File: src/logic/uart_rx_pkg.sv
package uart_rx_pkg;

	// *************************************************************************
	// Line control and receive record
	// *************************************************************************

	// Bit 7 down to bit 0, same positions as the 16550 LCR
	typedef struct packed {
		logic       dlab;
		logic       set_break;
		logic       stick_par;
		logic       even_par;
		logic       par_en;
		logic       stop_sel;
		logic [1:0] wlen;
	} lcr_t;

	// One received character with its line status
	typedef struct packed {
		logic [7:0] data;
		logic       brk;
		logic       parity_err;
		logic       framing_err;
	} rx_rec_t;

	// *************************************************************************
	// Sizes and timing constants
	// *************************************************************************

	localparam int RX_FIFO_DEPTH = 16;
	localparam int RX_FIFO_CNT_W = 5;
	localparam int RX_FIFO_PTR_W = $clog2(RX_FIFO_DEPTH);

	localparam int DIVISOR_W = 16;

	// Quiet character times before the timeout indication
	localparam int TIMEOUT_CHARS = 4;
	localparam int CHAR_TICKS_W  = 8;
	localparam int TIMEOUT_CNT_W = 10;

	// 16x ticks in one frame: start, data bits, optional parity, one stop
	function automatic logic [CHAR_TICKS_W-1:0] char_ticks(input lcr_t lcr);
		logic [3:0] bits;
		bits = 4'd7 + {2'b00, lcr.wlen} + {3'b000, lcr.par_en};
		return {bits, 4'b0000};
	endfunction

endpackage

File: src/logic/baud_enable_gen.sv
`timescale 1ns/1ns

module baud_enable_gen (
	input  logic                              rvx_port_10,
	input  logic                              rvx_port_05,
	input  logic [uart_rx_pkg::DIVISOR_W-1:0] divisor,
	output logic                              tick16
);
	import uart_rx_pkg::*;

	logic [DIVISOR_W-1:0] cnt;

	// Down-counter, one tick per divisor clocks
	always_ff @(posedge rvx_port_10 or posedge rvx_port_05)
	begin
		if (rvx_port_05)
		begin
			cnt    <= '0;
			tick16 <= 1'b0;
		end
		else if (cnt == '0)
		begin
			// Divisor 0 or 1 keeps the counter parked at zero
			cnt    <= (divisor > DIVISOR_W'(1)) ? divisor - 1'b1 : '0;
			tick16 <= 1'b1;
		end
		else
		begin
			cnt    <= cnt - 1'b1;
			tick16 <= 1'b0;
		end
	end

	// With a steady divisor above 1 ticks are never back to back
	tick_spacing: assert property (@(posedge rvx_port_10) disable iff (rvx_port_05)
		(tick16 && (divisor > DIVISOR_W'(1)) && $stable(divisor)) |=> !tick16);

endmodule

File: src/logic/uart_rx_deframer.sv
`timescale 1ns/1ns

module uart_rx_deframer (
	input  logic                 rvx_port_10,
	input  logic                 rvx_port_05,
	input  logic                 tick16,
	input  logic                 rxd,
	input  uart_rx_pkg::lcr_t    lcr,
	output uart_rx_pkg::rx_rec_t rec,
	output logic                 rec_push
);
	import uart_rx_pkg::*;

	typedef enum logic [2:0] {
		st_idle,
		st_start,
		st_data,
		st_parity,
		st_stop,
		st_emit
	} state_t;

	state_t                  state;
	logic [3:0]              sub_cnt;
	logic [2:0]              bit_idx;
	logic [7:0]              shreg;
	logic [7:0]              rec_data;
	logic                    par_acc;
	logic                    par_bad;
	logic                    par_err;
	logic                    frm_err;
	logic [CHAR_TICKS_W-1:0] brk_cnt;
	logic                    brk_hold;
	logic                    brk_det;
	logic                    emit_go;
	logic                    emit_q;
	logic                    mid_bit;
	logic                    last_bit;

	// Sample point of data, parity and stop bits
	assign mid_bit  = tick16 && (sub_cnt == 4'd15);
	assign last_bit = (bit_idx == (3'd4 + {1'b0, lcr.wlen}));

	// Line low for a whole character
	assign brk_det = (brk_cnt == '0) && !rxd;

	// A low stop bit waits for the line to rise or for a break
	assign emit_go = (state == st_emit) && (!frm_err || rxd || brk_det);

	// *************************************************************************
	// Frame state machine
	// *************************************************************************

	always_ff @(posedge rvx_port_10 or posedge rvx_port_05)
	begin
		if (rvx_port_05)
		begin
			state   <= st_idle;
			sub_cnt <= '0;
			bit_idx <= '0;
		end
		else
		begin
			case (state)
				st_idle:
				begin
					sub_cnt <= '0;
					bit_idx <= '0;
					if (tick16 && !rxd && !brk_hold)
						state <= st_start;
				end
				st_start:
				begin
					if (tick16)
					begin
						if (sub_cnt == 4'd7)
						begin
							sub_cnt <= '0;
							// A start bit that is high again at mid-bit is a glitch
							state   <= rxd ? st_idle : st_data;
						end
						else
							sub_cnt <= sub_cnt + 1'b1;
					end
				end
				st_data:
				begin
					if (tick16)
						sub_cnt <= sub_cnt + 1'b1;
					if (mid_bit)
					begin
						if (last_bit)
						begin
							bit_idx <= '0;
							state   <= lcr.par_en ? st_parity : st_stop;
						end
						else
							bit_idx <= bit_idx + 1'b1;
					end
				end
				st_parity:
				begin
					if (tick16)
						sub_cnt <= sub_cnt + 1'b1;
					if (mid_bit)
						state <= st_stop;
				end
				st_stop:
				begin
					if (tick16)
						sub_cnt <= sub_cnt + 1'b1;
					if (mid_bit)
						state <= st_emit;
				end
				st_emit:
				begin
					if (emit_go)
						state <= st_idle;
				end
				default:
					state <= st_idle;
			endcase
		end
	end

	// Odd, even, stick 1 (even_par low) and stick 0 (even_par high)
	always_comb
	begin
		if (lcr.stick_par)
			par_bad = (rxd == lcr.even_par);
		else if (lcr.even_par)
			par_bad = par_acc ^ rxd;
		else
			par_bad = !(par_acc ^ rxd);
	end

	// Character payload shifted in LSB first
	always_ff @(posedge rvx_port_10)
	begin
		if (state == st_start)
		begin
			par_acc <= 1'b0;
			par_err <= 1'b0;
		end
		if ((state == st_data) && mid_bit)
		begin
			shreg   <= {rxd, shreg[7:1]};
			par_acc <= par_acc ^ rxd;
		end
		if ((state == st_parity) && mid_bit)
			par_err <= par_bad;
		if ((state == st_stop) && mid_bit)
			frm_err <= !rxd;
	end

	// *************************************************************************
	// Break detection and push pulse
	// *************************************************************************

	always_ff @(posedge rvx_port_10 or posedge rvx_port_05)
	begin
		if (rvx_port_05)
		begin
			brk_cnt  <= '0;
			brk_hold <= 1'b0;
			emit_q   <= 1'b0;
		end
		else
		begin
			emit_q <= emit_go;
			if (rxd)
				brk_cnt <= char_ticks(lcr);
			else if (tick16 && (brk_cnt != '0))
				brk_cnt <= brk_cnt - 1'b1;
			// No new start until the line returns to mark after a break
			if (rxd)
				brk_hold <= 1'b0;
			else if (emit_go && brk_det)
				brk_hold <= 1'b1;
		end
	end

	// Short words sit in the top bits of the shift register
	assign rec_data = shreg >> (2'd3 - lcr.wlen);

	always_comb
	begin
		if (brk_det)
		begin
			rec.data        = 8'h00;
			rec.brk         = 1'b1;
			rec.parity_err  = 1'b0;
			rec.framing_err = 1'b1;
		end
		else
		begin
			rec.data        = rec_data;
			rec.brk         = 1'b0;
			rec.parity_err  = par_err;
			rec.framing_err = frm_err;
		end
	end

	assign rec_push = emit_go && !emit_q;

	// The FSM leaves the emit state in the cycle of the push
	push_single: assert property (@(posedge rvx_port_10) disable iff (rvx_port_05)
		emit_go |=> !emit_go);

endmodule

File: src/logic/rx_fifo.sv
`timescale 1ns/1ns

module rx_fifo #(
	parameter type entry_t = uart_rx_pkg::rx_rec_t
) (
	input  logic                                  rvx_port_10,
	input  logic                                  rvx_port_05,
	input  entry_t                                wr_data,
	input  logic                                  push,
	input  logic                                  pop,
	output entry_t                                head,
	output logic [uart_rx_pkg::RX_FIFO_CNT_W-1:0] count,
	output logic                                  empty,
	output logic                                  full,
	output logic                                  overflow
);
	import uart_rx_pkg::*;

	entry_t                   mem [RX_FIFO_DEPTH];
	logic [RX_FIFO_PTR_W-1:0] wr_ptr;
	logic [RX_FIFO_PTR_W-1:0] rd_ptr;
	logic                     wr_en;
	logic                     rd_en;

	assign empty = (count == '0);
	assign full  = (count == RX_FIFO_CNT_W'(RX_FIFO_DEPTH));

	assign rd_en = pop && !empty;
	// A full FIFO still takes a push when the head leaves in the same cycle
	assign wr_en = push && (!full || rd_en);

	// Record dropped
	assign overflow = push && !wr_en;

	// Oldest entry
	assign head = mem[rd_ptr];

	always_ff @(posedge rvx_port_10)
	begin
		if (wr_en)
			mem[wr_ptr] <= wr_data;
	end

	// Pointers wrap on their own since the depth is a power of two
	always_ff @(posedge rvx_port_10 or posedge rvx_port_05)
	begin
		if (rvx_port_05)
		begin
			wr_ptr <= '0;
			rd_ptr <= '0;
			count  <= '0;
		end
		else
		begin
			if (wr_en)
				wr_ptr <= wr_ptr + 1'b1;
			if (rd_en)
				rd_ptr <= rd_ptr + 1'b1;
			case ({wr_en, rd_en})
				2'b10:
					count <= count + 1'b1;
				2'b01:
					count <= count - 1'b1;
				default:
					count <= count;
			endcase
		end
	end

	// The reader only pops when there is something to read
	pop_not_empty: assert property (@(posedge rvx_port_10) disable iff (rvx_port_05)
		!(pop && empty));

endmodule

File: src/logic/rx_line_status.sv
`timescale 1ns/1ns

module rx_line_status (
	input  logic                                  rvx_port_10,
	input  logic                                  rvx_port_05,
	input  logic                                  tick16,
	input  uart_rx_pkg::lcr_t                     lcr,
	input  uart_rx_pkg::rx_rec_t                  head,
	input  logic [uart_rx_pkg::RX_FIFO_CNT_W-1:0] count,
	input  logic                                  empty,
	input  logic                                  overflow,
	input  logic                                  push_seen,
	input  logic                                  rd_strobe,
	output logic                                  pop,
	output logic [7:0]                            rx_data,
	output logic                                  data_ready,
	output logic                                  overrun_err,
	output logic                                  parity_err,
	output logic                                  framing_err,
	output logic                                  break_int,
	output logic                                  char_timeout
);
	import uart_rx_pkg::*;

	logic                     perr_q;
	logic                     ferr_q;
	logic                     brk_q;
	logic                     ready_nxt;
	logic [TIMEOUT_CNT_W-1:0] to_cnt;
	logic [TIMEOUT_CNT_W-1:0] to_load;

	assign pop     = rd_strobe && !empty;
	assign rx_data = head.data;

	// Next FIFO occupancy, so data_ready lines up with the count update
	assign ready_nxt = push_seen || (pop ? (count > RX_FIFO_CNT_W'(1)) : !empty);

	// *************************************************************************
	// Data ready and sticky status
	// *************************************************************************

	always_ff @(posedge rvx_port_10 or posedge rvx_port_05)
	begin
		if (rvx_port_05)
		begin
			data_ready  <= 1'b0;
			perr_q      <= 1'b0;
			ferr_q      <= 1'b0;
			brk_q       <= 1'b0;
			overrun_err <= 1'b0;
		end
		else
		begin
			data_ready <= ready_nxt;
			if (pop)
			begin
				perr_q <= 1'b0;
				ferr_q <= 1'b0;
				brk_q  <= 1'b0;
			end
			else if (!empty)
			begin
				perr_q <= perr_q | head.parity_err;
				ferr_q <= ferr_q | head.framing_err;
				brk_q  <= brk_q | head.brk;
			end
			// Overflow wins over a read in the same cycle
			if (overflow)
				overrun_err <= 1'b1;
			else if (pop)
				overrun_err <= 1'b0;
		end
	end

	// Head flags show at once, the latch holds them until the read
	assign parity_err  = perr_q | (!empty && head.parity_err);
	assign framing_err = ferr_q | (!empty && head.framing_err);
	assign break_int   = brk_q | (!empty && head.brk);

	// *************************************************************************
	// Character timeout
	// *************************************************************************

	assign to_load = TIMEOUT_CNT_W'(TIMEOUT_CHARS * char_ticks(lcr));

	always_ff @(posedge rvx_port_10 or posedge rvx_port_05)
	begin
		if (rvx_port_05)
		begin
			to_cnt       <= '0;
			char_timeout <= 1'b0;
		end
		else if (push_seen || pop)
		begin
			to_cnt       <= to_load;
			char_timeout <= 1'b0;
		end
		else if (!empty)
		begin
			if (to_cnt == '0)
				char_timeout <= 1'b1;
			else if (tick16)
				to_cnt <= to_cnt - 1'b1;
		end
	end

endmodule

File: src/logic/uart_rx_top.sv
`timescale 1ns/1ns

module uart_rx_top (
	input  logic                              rvx_port_10,
	input  logic                              rvx_port_05,
	input  logic                              rxd,
	input  uart_rx_pkg::lcr_t                 lcr,
	input  logic [uart_rx_pkg::DIVISOR_W-1:0] divisor,
	input  logic                              rd_strobe,
	output logic [7:0]                        rx_data,
	output logic                              data_ready,
	output logic                              overrun_err,
	output logic                              parity_err,
	output logic                              framing_err,
	output logic                              break_int,
	output logic                              char_timeout
);
	import uart_rx_pkg::*;

	logic                     tick16;
	rx_rec_t                  rec;
	logic                     rec_push;
	rx_rec_t                  head;
	logic [RX_FIFO_CNT_W-1:0] count;
	logic                     empty;
	logic                     overflow;
	logic                     pop;

	baud_enable_gen u_baud (
		.rvx_port_10 (rvx_port_10),
		.rvx_port_05 (rvx_port_05),
		.divisor     (divisor),
		.tick16      (tick16)
	);

	uart_rx_deframer u_deframer (
		.rvx_port_10 (rvx_port_10),
		.rvx_port_05 (rvx_port_05),
		.tick16      (tick16),
		.rxd         (rxd),
		.lcr         (lcr),
		.rec         (rec),
		.rec_push    (rec_push)
	);

	rx_fifo #(
		.entry_t (rx_rec_t)
	) u_fifo (
		.rvx_port_10 (rvx_port_10),
		.rvx_port_05 (rvx_port_05),
		.wr_data     (rec),
		.push        (rec_push),
		.pop         (pop),
		.head        (head),
		.count       (count),
		.empty       (empty),
		.full        (),
		.overflow    (overflow)
	);

	rx_line_status u_status (
		.rvx_port_10  (rvx_port_10),
		.rvx_port_05  (rvx_port_05),
		.tick16       (tick16),
		.lcr          (lcr),
		.head         (head),
		.count        (count),
		.empty        (empty),
		.overflow     (overflow),
		.push_seen    (rec_push),
		.rd_strobe    (rd_strobe),
		.pop          (pop),
		.rx_data      (rx_data),
		.data_ready   (data_ready),
		.overrun_err  (overrun_err),
		.parity_err   (parity_err),
		.framing_err  (framing_err),
		.break_int    (break_int),
		.char_timeout (char_timeout)
	);

endmodule

File: config.mk
export PLATFORM = sky130hd
export DESIGN_NAME = uart_rx_top
export DESIGN_NICKNAME = d
export VERILOG_FILES = /design/src/logic/uart_rx_pkg.sv /design/src/logic/baud_enable_gen.sv /design/src/logic/uart_rx_deframer.sv /design/src/logic/rx_fifo.sv /design/src/logic/rx_line_status.sv /design/src/logic/uart_rx_top.sv
export SDC_FILE = /design/constraint.sdc
export NUM_CORES = 1
export LEC_CHECK = 0
export BUFFER_PORTS_ARGS = -buffer_cell sky130_fd_sc_hd__buf_2
export CAP_MARGIN = 30
export CORE_ASPECT_RATIO = 1.2
export CORE_MARGIN = 5
export CORE_UTILIZATION = 43
export DETAILED_ROUTE_END_ITERATION = 6
export GPL_TIMING_DRIVEN = 0
export PLACE_DENSITY_LB_ADDON = 0.05
export REMOVE_ABC_BUFFERS = 1
export SYNTH_ARGS = -nofsm -noshare
export SYNTH_HDL_FRONTEND = slang
export SYNTH_HIERARCHICAL = 1
export SYNTH_SLANG_ARGS = --single-unit
File: constraint.sdc
create_clock -name rvx_port_10 -period 4.5 [get_ports rvx_port_10]
set_input_delay 0 -clock rvx_port_10 [delete_from_list [all_inputs] [get_ports rvx_port_10]]
set_output_delay 0 -clock rvx_port_10 [all_outputs]
set_load 0.01 [all_outputs]
==> out/qor.yml, run 1 <==
slew_viol_final: 0
reg2regPathDepth: 10
post_dp_cell_area_mm2: 0.01214
cpPeakStageDelay_ns: 0.70
worst_r2r_endpoint: "u_fifo/mem[6][4]$_DFFE_PP_"
r2r-start: "u_deframer/brk_cnt[0]$_DFFE_PP0P_"
cp_data_arrival_time_ns: 4.24
ioPinCount: 42
total_standard_cell_area_after_synthesis_mm2: 0.01157
tritoncts_clock_tree: "done"
cells_along_the_critical_path: "inv_1 > ha_1 > nor3b_1 > a21oi_2 > nor4_2 > buf_4 > nand2_1 > a21oi_1 > nor2b_1 > and2_1"
tightestPinTransition_ns: 1.039
relSlewSlack: 0.3058
clock_tree.htree_level_count: 1
worst_path_dominant_cell_family: "simple AND/OR/NAND/NOR gates"
drv_cap: 0
layout.filler_cells: 2225
routed_wirelength_mm: 24.72
numCtsBuffers: 26
final_hold_viol_count: 0
share_of_layout_cells_above_drive_strength_1: 0.1969
io_buffer_count: 38
cts.path.max_buffers: 3
crit_path_top_delay_cell: "and2_1"
detail_route.iter0.violations: 259
postSynthCellCount: 801
areaGrowthSynthToFinish_pct: 15.28
final_setup_viols: 0
path_max_fanout: 11
vias_per_cell: 5.538
hold-path-endpoint: "u_status/to_cnt[7]$_DFFE_PP0P_"
postSynthAreaPerCell_um2: 14.44
grt_pass1_wl_mm: 39.57
remaining_drc_errors: 0
grt_overflow: 0
status: "complete, no violations"
final_net_count: 919
timing.critical_path.to_type: "flip-flop"
fin_crit_ns: 4.087
area_of_the_die_mm2: 0.03030
element_type_at_the_critical_path_start: "flip-flop"
num_rows: 65
detail-route-antenna-nets: 0
multi_input_area_mm2: 0.003974
crit_type: "reg -> reg"
vdd_ir_drop_max_v: 0.0002858
cts_root_buf: "clkbuf_16"
start_util: 0.4377
pd_cells_mw_per_mm2: 485.2
cts.sink_count: 253
finalCritPeriodShare: 0.9082
cts_resized: 0
worst-path-buf-inv: 2
half_perimeter_wire_length_after_placement_mm: 16.22
grt_antenna_before_repair: 0
count_of_buffers_added_by_post_cts_timing_repair_for_setup: 0
depth_of_the_worst_hold_timing_path: 4
final.hold.worst_slack_ns: 0.02308
wl_per_cell_um: 20.19
global_route_usage_over_all_layers: 0.1645
holdCritPathClass: "in -> reg"
detail_route.first_pass.iterations: 4
hold_path_startpoint: "lcr[1]"
worst_skew_pair.late_latency_ns: 0.53
r2r_slack_ns: 0.41
crit_required_ns: 4.65
rsz0062_at_grt: "no"
dr_total_vias: 6778
seq_area_mm2: 0.007272
core-area_mm2: 0.02643
gp_congestion: 0.7793
num_antenna_cells: 0
worst_slack_ns: 0.4133
ys.warnings.count: 6
final_design_area_no_fill_mm2: 0.01334
die_width_um: 159.7
max_clock_freq_mhz: 244.7
path_clk_slew_ns: 0.06
die-height_um: 189.7
pre_cts_ws_ns: 0.3427
p_leak_nw: 4.672
grt_start_max_net_pins: 34
grt_pass1_vias: 7113
skew_ns: 0.009928
-- through the flow --
| stage | cells | power (mW) | utilization | setup TNS, ns |
|---|---|---|---|---|
| global route | 1224 | 6.800 | 0.5046 | 0 |
| finish | 1224 | 6.471 | 0.5046 | 0 |
| detailed placement | 1144 | 4.346 | 0.4591 | 0 |
| global placement | 1131 | 4.284 | 0.4520 | -165.89 |
| CTS | 1221 | 6.568 | 0.5035 | 0 |
| floorplan | 758 | 3.815 | - | 0 |
-- where the power goes --
group          switching [mW]  leakage (nW)  total [mW]  internal [mW]
registers               0.156          2.48        2.74           2.58
clock network           0.863         0.431        2.18           1.32
logic                   0.780          1.76        1.55          0.773
total                    1.80          4.67        6.47           4.67
-- per-layer routing --
layer  vias up  track usage  routed length [um]
met2       120       0.3105               13300
met4         0      0.03673                 415
met5         -            0                   0
met1      3428       0.1973                9957
met3        34      0.02730                1047
li1       3196            -                   -
-- worst min-delay path, cell delays in order --
cell and delay (ns):
buf_2 0.19, inv_1 0.09, ha_1 0.13, o211ai_1 0.09
-- flip-flops by register name (all words and copies together), names as in the netlist, 3 cells and up --
register	cells
u_deframer/state	3
u_baud/cnt	16
u_deframer/sub_cnt	4
u_deframer/shreg	8
u_deframer/bit_idx	3
u_fifo/rd_ptr	4
u_fifo/count	5
u_fifo/wr_ptr	4
u_fifo/mem	176
u_status/to_cnt	10
u_deframer/brk_cnt	8
-- area by class of cell --
| type | instances | area share |
|---|---|---|
| Clock buffer | 38 | 0.05592 |
| Clock inverter | 10 | 0.01023 |
| Inverter | 36 | 0.01013 |
| Multi-Input combinational cell | 469 | 0.2980 |
| Sequential cell | 253 | 0.5453 |
| Tap cell | 335 | 0.03143 |
| Timing Repair Buffer | 83 | 0.04907 |
-- how the worst max path moves through the flow --
stage                     slack [ns]                               from  depth (start not counted)                          end
after CTS                       0.32  u_deframer/brk_cnt[0]$_DFFE_PP0P_                         10  u_fifo/mem[4][10]$_DFFE_PP_
after global placement         -2.52  u_deframer/brk_cnt[0]$_DFFE_PP0P_                          7   u_fifo/mem[3][4]$_DFFE_PP_
final                           0.41  u_deframer/brk_cnt[0]$_DFFE_PP0P_                         10   u_fifo/mem[6][4]$_DFFE_PP_
after detailed placement        0.34  u_deframer/brk_cnt[0]$_DFFE_PP0P_                         10   u_fifo/mem[4][9]$_DFFE_PP_
after global routing           0.001  u_deframer/brk_cnt[0]$_DFFE_PP0P_                         10   u_fifo/mem[6][6]$_DFFE_PP_
after floorplan                 0.38  u_deframer/brk_cnt[0]$_DFFE_PP0P_                          7   u_fifo/mem[3][0]$_DFFE_PP_
-- cells in the final DEF, fill, tap and decap left out, drive strengths merged, types with 7 or more instances in the layout --
master / count
ha: 21
nand2b: 11
inv: 36
mux4: 44
and2: 12
nand3: 13
o21ai: 15
edfxtp: 187
buf: 52
xor2: 11
mux2i: 8
nor2: 43
nor3: 26
dfrtp: 66
or3: 11
a21oi: 20
xnor2: 35
clkbuf: 40
nand2: 39
clkinv: 7
nor2b: 12
a22oi: 24
o22ai: 17
a211oi: 12
or4: 13
dlygate4sd3: 29
nor4: 15
-- what timing repair did --
item,CTS,global route
setup endpoints to repair,0,0
endpoints found under the hold margin,99,0
hold buffers,29,0
(Power assumes the default switching activity.)
==> inputs of run 2 (changes only) <==
--- a/config.mk
+++ b/config.mk
@@ -10,6 +10,8 @@
 export CORE_ASPECT_RATIO = 1.2
 export CORE_MARGIN = 5
 export CORE_UTILIZATION = 43
+export CTS_BUF_LIST = sky130_fd_sc_hd__clkbuf_4
+export CTS_CLUSTER_DIAMETER = 120
 export DETAILED_ROUTE_END_ITERATION = 6
 export GPL_TIMING_DRIVEN = 0
 export PLACE_DENSITY_LB_ADDON = 0.05
==> constraint.sdc (replaced) <==
create_clock -name rvx_port_10 -period 4.5 [get_ports rvx_port_10]
set_input_delay 0.45 -clock rvx_port_10 [delete_from_list [all_inputs] [get_ports rvx_port_10]]
set_output_delay 0.45 -clock rvx_port_10 [all_outputs]
set_load 0.01 [all_outputs]
==> run 2 against run 1 <==
  * Routed wire length rose by 2.0%
  * Clock skew rose by 0.030 ns
  * Combinational power barely moved
  * Clock power fell by 11%
  * Sequential share of layout area rose by 1.3 points
  * Via count rose by 3.1%
  * Sequential cell count did not move
  * Die area did not move
==> out/qor.yml, run 2 (same netlist as run 1, synthesis figures left out) <==
area_of_the_die_mm2: 0.03030  # unchanged
holdCritPathClass: "in -> reg"  # unchanged
ioPinCount: 42  # unchanged
areaGrowthSynthToFinish_pct: 12.63  # was 15.28%
tritoncts_clock_tree: "done"  # unchanged
clock_tree.htree_level_count: 3  # was 1
grt_start_max_net_pins: 34  # unchanged
layout.cells.most_common: "edfxtp_1"  # unchanged
worst_path_dominant_cell_family: "simple AND/OR/NAND/NOR gates"  # unchanged
tightestPinTransition_ns: 1.112  # was 1.039 ns
cts.path.max_buffers: 3  # unchanged
combPwrFrac: 0.247  # was 0.240
worst-path-buf-inv: 2  # unchanged
p_leak_nw: 4.623  # was 4.672 nW
final_design_area_no_fill_mm2: 0.01303  # was 0.01334 mm^2
vdd_ir_drop_max_v: 0.0002550  # was 0.0002858 V
top_register: "u_fifo/mem"  # unchanged
routed_wirelength_mm: 25.22  # was 24.72 mm
cpPeakStageDelay_ns: 0.69  # was 0.70 ns
finalCritPeriodShare: 0.8590  # was 0.9082
num_rows: 65  # unchanged
path_clk_slew_ns: 0.06  # about the same
slew_viol_final: 0  # unchanged
path_max_fanout: 11  # unchanged
share_of_layout_cells_above_drive_strength_1: 0.2637  # was 0.1969
start_util: 0.4377  # unchanged
cells_along_the_critical_path: "inv_1 > ha_1 > nor3b_1 > a21oi_2 > nor4_4 > buf_4 > nand2_1 > a21oi_1 > nor2b_1 > and2_1"  # was inv_1 > ha_1 > nor3b_1 > a21oi_2 > nor4_2 > buf_4 > nand2_1 > a21oi_1 > nor2b_1 > and2_1
gp_congestion: 0.7793  # unchanged
grt_pass1_wl_mm: 40.59  # was 39.57 mm
element_type_at_the_critical_path_start: "flip-flop"  # unchanged
die-height_um: 189.7  # unchanged
wl_per_cell_um: 19.87  # was 20.19 um
crit_path_top_delay_cell: "and2_1"  # unchanged
remaining_drc_errors: 0  # unchanged
numCtsBuffers: 68  # was 26
worst_skew_pair.late_latency_ns: 0.66  # was 0.53 ns
crit_type: "reg -> reg"  # unchanged
detail_route.first_pass.iterations: 5  # was 4
layout.cells.most_common_list: "edfxtp_1 (187), clkbuf_4 (101), dfrtp_1 (64), mux4_2 (44), nor2_1 (43)"  # was edfxtp_1 (187), dfrtp_1 (64), mux4_2 (44), nor2_1 (43), nand2_1 (39)
status: "complete, no violations"  # unchanged
rsz0062_at_grt: "no"  # unchanged
count_of_buffers_added_by_post_cts_timing_repair_for_setup: 0  # unchanged
power.switching_fraction: 0.2992  # was 0.2780
reg2regPathDepth: 10  # unchanged
cts.sink_count: 253  # unchanged
p_clk_frac: 0.314  # was 0.337
layout.filler_cells: 2274  # was 2225
largest_register_ffs: 176  # unchanged
relSlewSlack: 0.2576  # was 0.3058
half_perimeter_wire_length_after_placement_mm: 16.22  # unchanged
power.share.sequential: 0.440  # was 0.423
final_hold_viol_count: 0  # unchanged
crit_required_ns: 4.75  # was 4.65 ns
dpl.cell_count: 1144  # unchanged
final_setup_viols: 0  # unchanged
pd_cells_mw_per_mm2: 477.3  # was 485.2 mW/mm^2
detail-route-antenna-nets: 0  # unchanged
grt_overflow: 0  # unchanged
vias_per_cell: 5.509  # was 5.538
dr_total_vias: 6991  # was 6778
cell_internal_power_dissipation_mw: 4.359  # was 4.672 mW
netSwitchingPower_mw: 1.861  # was 1.799 mW
top_regs: "u_fifo/mem x176, u_baud/cnt x16, u_status/to_cnt x10"  # unchanged
fin_crit_ns: 3.865  # was 4.087 ns
worstSetupPathDepth: 10  # unchanged
cts_root_buf: "clkbuf_4"  # was clkbuf_16
drv_cap: 0  # unchanged
die_width_um: 159.7  # unchanged
grt_pass1_vias: 7432  # was 7113
depth_of_the_worst_hold_timing_path: 2  # was 4
max_clock_freq_mhz: 258.7  # was 244.7 MHz
io_buffer_count: 38  # unchanged
detail_route.iter0.violations: 283  # was 259
skew_ns: 0.04022  # was 0.009928 ns
layout.cells.non_filler: 1269  # was 1224
grt_antenna_before_repair: 1  # was 0
cp_data_arrival_time_ns: 4.12  # was 4.24 ns
final_net_count: 933  # was 919
core-area_mm2: 0.02643  # unchanged
post_dp_cell_area_mm2: 0.01214  # unchanged
timing.critical_path.to_type: "flip-flop"  # unchanged
global_route_usage_over_all_layers: 0.1711  # was 0.1645
-- run 2: cell count changes in the layout (fill, tap and decap cells not counted), moves of 2 or more --
| cell | previous run | this run |
|---|---|---|
| bufinv_16 | 3 | 0 |
| clkbuf_1 | 7 | 0 |
| clkbuf_16 | 26 | 0 |
| clkbuf_4 | 1 | 101 |
| clkbuf_8 | 6 | 1 |
| clkinv_1 | 3 | 11 |
| clkinvlp_4 | 0 | 4 |
| dlygate4sd3_1 | 29 | 1 |
| inv_2 | 0 | 2 |
-- run 2: area by class of cell --
type / instances / area, um^2 / area share
Sequential cell: 253 / 7272 / 0.5581
Inverter: 36 / 135.1 / 0.01037
Clock inverter: 20 / 93.84 / 0.007202
Clock buffer: 100 / 750.7 / 0.05761
Multi-Input combinational cell: 469 / 3983 / 0.3056
Antenna cell: 1 / 2.502 / 0.0001920
Tap cell: 335 / 419.2 / 0.03217
Timing Repair Buffer: 55 / 374.1 / 0.02871
-- run 2: per-layer routing --
layer / vias to the layer above / GRT usage / routed length [um] / share of wire
li1: 3266 / - / - / -
met1: 3523 / 0.2021 / 10250 / 0.41
met2: 162 / 0.3090 / 13380 / 0.53
met3: 40 / 0.03315 / 1099 / 0.044
met4: 0 / 0.06611 / 498 / 0.020
met5: - / 0 / 0 / 0
-- run 2: power groups by stage --
stage | Combinational, mW | Clock, mW | Sequential [mW]
final | 1.53 | 1.95 | 2.73
after global placement | 1.35 | 0 | 2.93
after detailed placement | 1.56 | 0 | 2.79
after floorplan | 0.985 | 0 | 2.83
after global routing | 1.69 | 2.18 | 2.76
after CTS | 1.56 | 2.04 | 2.74
-- run 2: stage by stage --
| step | total power, mW | hold WS [ns] | utilization | setup TNS, ns | setup WS [ns] |
|---|---|---|---|---|---|
| after global routing | 6.619 | 0.05321 | 0.4930 | 0 | 0.2727 |
| after detailed placement | 4.346 | 0.4640 | 0.4591 | 0 | 0.3427 |
| after floorplan | 3.815 | 0.3270 | - | 0 | 0.3796 |
| after CTS | 6.338 | 0.009056 | 0.4915 | 0 | 0.3221 |
| final | 6.219 | 0.08069 | 0.4930 | 0 | 0.6347 |
| after global placement | 4.284 | 0.4604 | 0.4520 | -165.94 | -2.524 |
-- run 2: worst paths after layout --
kind                                                        start                                end  slack (ns)
worst min register to register      u_deframer/shreg[1]$_DFFE_PP_      u_deframer/shreg[0]$_DFFE_PP_        0.49
worst max-delay path            u_deframer/brk_cnt[0]$_DFFE_PP0P_         u_fifo/mem[6][4]$_DFFE_PP_        0.63
max in group asynchronous                             rvx_port_05  u_deframer/brk_cnt[2]$_DFFE_PP0P_        3.38
min in group asynchronous                             rvx_port_05       u_fifo/wr_ptr[1]$_DFFE_PP0P_        0.44
worst max register to register  u_deframer/brk_cnt[0]$_DFFE_PP0P_         u_fifo/mem[6][4]$_DFFE_PP_        0.63
worst min-delay path                                   divisor[0]            u_baud/cnt[0]$_DFF_PP0_        0.08
-- run 2: worst reg2reg max path: cells and delay by family (launching register included) --
kind | cells | cell delay, ns
simple gates | 5 | 2.01
compound gates | 2 | 0.53
flops | 1 | 0.41
buf+inv | 2 | 0.37
fa+ha+maj | 1 | 0.17
-- run 2: timing repair --
action / 4_1_cts / 5_1_grt
endpoints found under the hold margin: 46 / 0
setup endpoints to repair: 0 / 16
hold buffers: 1 / 0
resized for setup: 0 / 1
==> inputs of run 3 (changes only) <==
--- a/config.mk
+++ b/config.mk
@@ -18,5 +18,4 @@
 export REMOVE_ABC_BUFFERS = 1
 export SYNTH_ARGS = -nofsm -noshare
 export SYNTH_HDL_FRONTEND = slang
-export SYNTH_HIERARCHICAL = 1
 export SYNTH_SLANG_ARGS = --single-unit
==> run 3 against run 2 <==
  * Hold slack gained 0.031 ns
  * Core utilization grew 0.16 points
  * Via count shrank 3.7%
  * Largest power group unchanged
==> out/qor.yml, run 3 <==
holdCritPathClass: "in -> reg"  # unchanged
tightestPinTransition_ns: 1.040  # was 1.112 ns
die-height_um: 189.1  # was 189.7 um
cts.sink_count: 253  # unchanged
layout.filler_cells: 2304  # was 2274
proportion_of_synthesized_flip_flops_having_asynchronous_set_or_reset: 0.2609
detail-route-antenna-nets: 0  # unchanged
r2r-start: "u_deframer.brk_cnt[0]$_DFFE_PP0P_"  # was u_deframer/brk_cnt[0]$_DFFE_PP0P_
num_rows: 65  # unchanged
ioPinCount: 42  # unchanged
p_clk_frac: 0.408  # was 0.314
count_of_buffers_added_by_post_cts_timing_repair_for_setup: 0  # unchanged
report.power.total_mw: 4.407  # was 6.219 mW
layout.cells.most_common: "edfxtp_1"  # unchanged
io_buffer_count: 38  # unchanged
ys_types: 68
wl_per_cell_um: 20.10  # was 19.87 um
synth_top_cell_by_area: "edfxtp_1"
grt_start_max_net_pins: 67  # was 34
total_standard_cell_area_after_synthesis_mm2: 0.01149  # was 0.01157 mm^2
remaining_drc_errors: 0  # unchanged
grt_overflow: 0  # unchanged
fin_crit_ns: 3.709  # was 3.865 ns
synth_seq_cells: 253
numCtsBuffers: 61  # was 68
final_net_count: 904  # was 933
worst_skew_pair.late_latency_ns: 0.69  # was 0.66 ns
yosysSeqAreaShare: 0.6324
ys.warnings.count: 0  # was 6
path_clk_slew_ns: 0.06  # about the same
synth_top_area_cells: "edfxtp_1 (49%), dfrtp_1 (14%), mux4_2 (8.8%)"
fin_tns_setup_ns: 0  # unchanged
critPathLaunch: "u_fifo.rd_ptr[1]$_DFFE_PP0P_"  # was u_deframer/brk_cnt[0]$_DFFE_PP0P_
postSynthCellCount: 758  # was 801
cts_root_buf: "clkbuf_4"  # unchanged
slew_viol_final: 0  # unchanged
worstSetupEndpoint: "break_int"  # was u_fifo/mem[6][4]$_DFFE_PP_
dr_total_vias: 6729  # was 6991
timing.critical_path.to_type: "primary output"  # was flip-flop
tritoncts_clock_tree: "done"  # unchanged
area_of_the_die_mm2: 0.03011  # was 0.03030 mm^2
cts.path.max_buffers: 3  # unchanged
cts_resized: 0  # unchanged
vdd_ir_drop_max_v: 0.0001968  # was 0.0002550 V
cp_data_arrival_time_ns: 3.26  # was 4.12 ns
rsz0062_at_grt: "no"  # unchanged
skew_ns: 0.03851  # was 0.04022 ns
synth_edf_count: 187
cell_internal_power_dissipation_mw: 3.470  # was 4.359 mW
clock_tree.htree_level_count: 2  # was 3
global_route_usage_over_all_layers: 0.1639  # was 0.1711
largest_register_ffs: 176  # unchanged
share_of_layout_cells_above_drive_strength_1: 0.2717  # was 0.2637
path_max_fanout: 29  # was 11
die_width_um: 159.2  # was 159.7 um
crit_type: "reg -> out"  # was reg -> reg
power.switching_fraction: 0.2128  # was 0.2992
final_hold_viol_count: 0  # unchanged
half_perimeter_wire_length_after_placement_mm: 16.29  # was 16.22 mm
vias_per_cell: 5.453  # was 5.509
netSwitchingPower_mw: 0.9379  # was 1.861 mW
status: "complete, no violations"  # unchanged
element_type_at_the_critical_path_start: "flip-flop"  # unchanged
p_leak_nw: 4.506  # was 4.623 nW
detail_route.iter0.violations: 354  # was 283
grt_pass1_wl_mm: 38.88  # was 40.59 mm
max_clock_freq_mhz: 269.6  # was 258.7 MHz
grt_pass1_vias: 7138  # was 7432
top_register: "u_fifo.mem"  # was u_fifo/mem
reg2regPathDepth: 8  # was 10
netlist_top_cells_count: "edfxtp_1 (187), dfrtp_1 (66), nor2_1 (46)"
crit_required_ns: 4.05  # was 4.75 ns
pd_cells_mw_per_mm2: 338.2  # was 477.3 mW/mm^2
routed_wirelength_mm: 24.81  # was 25.22 mm
layout.cells.most_common_list: "edfxtp_1 (187), clkbuf_4 (92), dfrtp_1 (64), nor2_1 (46), mux4_2 (45)"  # was edfxtp_1 (187), clkbuf_4 (101), dfrtp_1 (64), mux4_2 (44), nor2_1 (43)
r2r_slack_ns: 1.04  # was 0.63 ns
top_regs: "u_fifo.mem x176, u_baud.cnt x16, u_status.to_cnt x10"  # was u_fifo/mem x176, u_baud/cnt x16, u_status/to_cnt x10
postSynthAreaPerCell_um2: 15.16  # was 14.44 um^2
gp_congestion: 0.7771  # was 0.7793
grt_antenna_before_repair: 1  # unchanged
drv_cap: 0  # unchanged
relSlewSlack: 0.3007  # was 0.2576
synth_most_common_cell: "edfxtp_1"
power.share.sequential: 0.569  # was 0.440
final_setup_viols: 0  # unchanged
start_util: 0.4361  # was 0.4377
finalCritPeriodShare: 0.8242  # was 0.8590
combPwrFrac: 0.023  # was 0.247
core-area_mm2: 0.02635  # was 0.02643 mm^2
detail_route.first_pass.iterations: 5  # unchanged
synth.top_cell.area_share: 0.4887
ys_dominant_reg_cell: "edfxtp_1"
areaGrowthSynthToFinish_pct: 13.41  # was 12.63%
worst_r2r_endpoint: "u_fifo.mem[3][4]$_DFFE_PP_"  # was u_fifo/mem[6][4]$_DFFE_PP_
run 3: layer usage:
layer	vias up	global-route usage	routed length, um
li1	3161	-	-
met1	3376	0.2034	10250
met2	150	0.2887	12890
met3	42	0.03244	1087
met4	0	0.05415	579
met5	-	0	0
run 3: timing repair:
item / CTS / global route
hold buffers: 1 / 0
endpoints found under the hold margin: 66 / 0
endpoints found under the setup margin: 0 / 0
run 3: critical path, stage by stage, from the launching register on:
cell	delay, ns
dfrtp_2	0.86
buf_12	0.30
mux4_1	0.59
mux2_2	0.31
a221o_1	0.38
buf_2	0.15
run 3: final cells by class:
class | instances | area, um^2 | share of cell area
Sequential cell | 253 | 7272 | 0.5580
Multi-Input combinational cell | 448 | 4030 | 0.3092
Clock buffer | 92 | 690.7 | 0.05300
Timing Repair Buffer | 64 | 449.2 | 0.03447
Tap cell | 335 | 419.2 | 0.03216
Inverter | 26 | 100.1 | 0.007680
Clock inverter | 15 | 68.82 | 0.005280
Antenna cell | 1 | 2.502 | 0.0001920
run 3: cells by family after synthesis:
logic type,Yosys count,share of synthesized area
AOI/OAI and AO/OA,82,0.04944
xor gates and xnor gates,55,0.04192
adders and majority gates,22,0.02395
buffers and inverters,57,0.02156
DFF,253,0.6324
muxes,75,0.1221
and+or+nand+nor,214,0.1087
run 3: through the flow:
step / cells / setup WS [ns] / util / hold WS (ns) / instance area [um^2]
2_1_floorplan: 727 / 1.271 / - / 0.4387 / 11340
4_1_cts: 1231 / 0.6825 / 0.4939 / 0.04143 / 13020
3_3_place_gp: 1100 / -0.6364 / 0.4535 / 0.4538 / 11950
5_1_grt: 1234 / 0.5851 / 0.4946 / 0.04044 / 13030
6_report: 1234 / 0.7911 / 0.4946 / 0.1115 / 13030
3_5_place_dp: 1123 / 0.9936 / 0.4647 / 0.4712 / 12250
run 3: power by group through the flow:
stage	Sequential, mW	Combinational, mW	Clock (mW)
after CTS	2.51	0.103	1.88
after global routing	2.51	0.115	1.99
after floorplan	2.56	0.0577	0
after global placement	2.56	0.0953	0
after detailed placement	2.56	0.102	0
final	2.51	0.101	1.80
run 3: how the worst min path moves through the flow:
stage                                     to                           from  cells after the start
2_1_floorplan  u_deframer.shreg[0]$_DFFE_PP_  u_deframer.shreg[1]$_DFFE_PP_                      0
3_3_place_gp   u_deframer.shreg[0]$_DFFE_PP_  u_deframer.shreg[1]$_DFFE_PP_                      0
3_5_place_dp   u_deframer.shreg[0]$_DFFE_PP_  u_deframer.shreg[1]$_DFFE_PP_                      0
4_1_cts             u_baud.cnt[13]$_DFF_PP0_                    divisor[13]                      3
5_1_grt             u_baud.cnt[13]$_DFF_PP0_                    divisor[13]                      3
6_report            u_baud.cnt[10]$_DFF_PP0_                    divisor[10]                      3
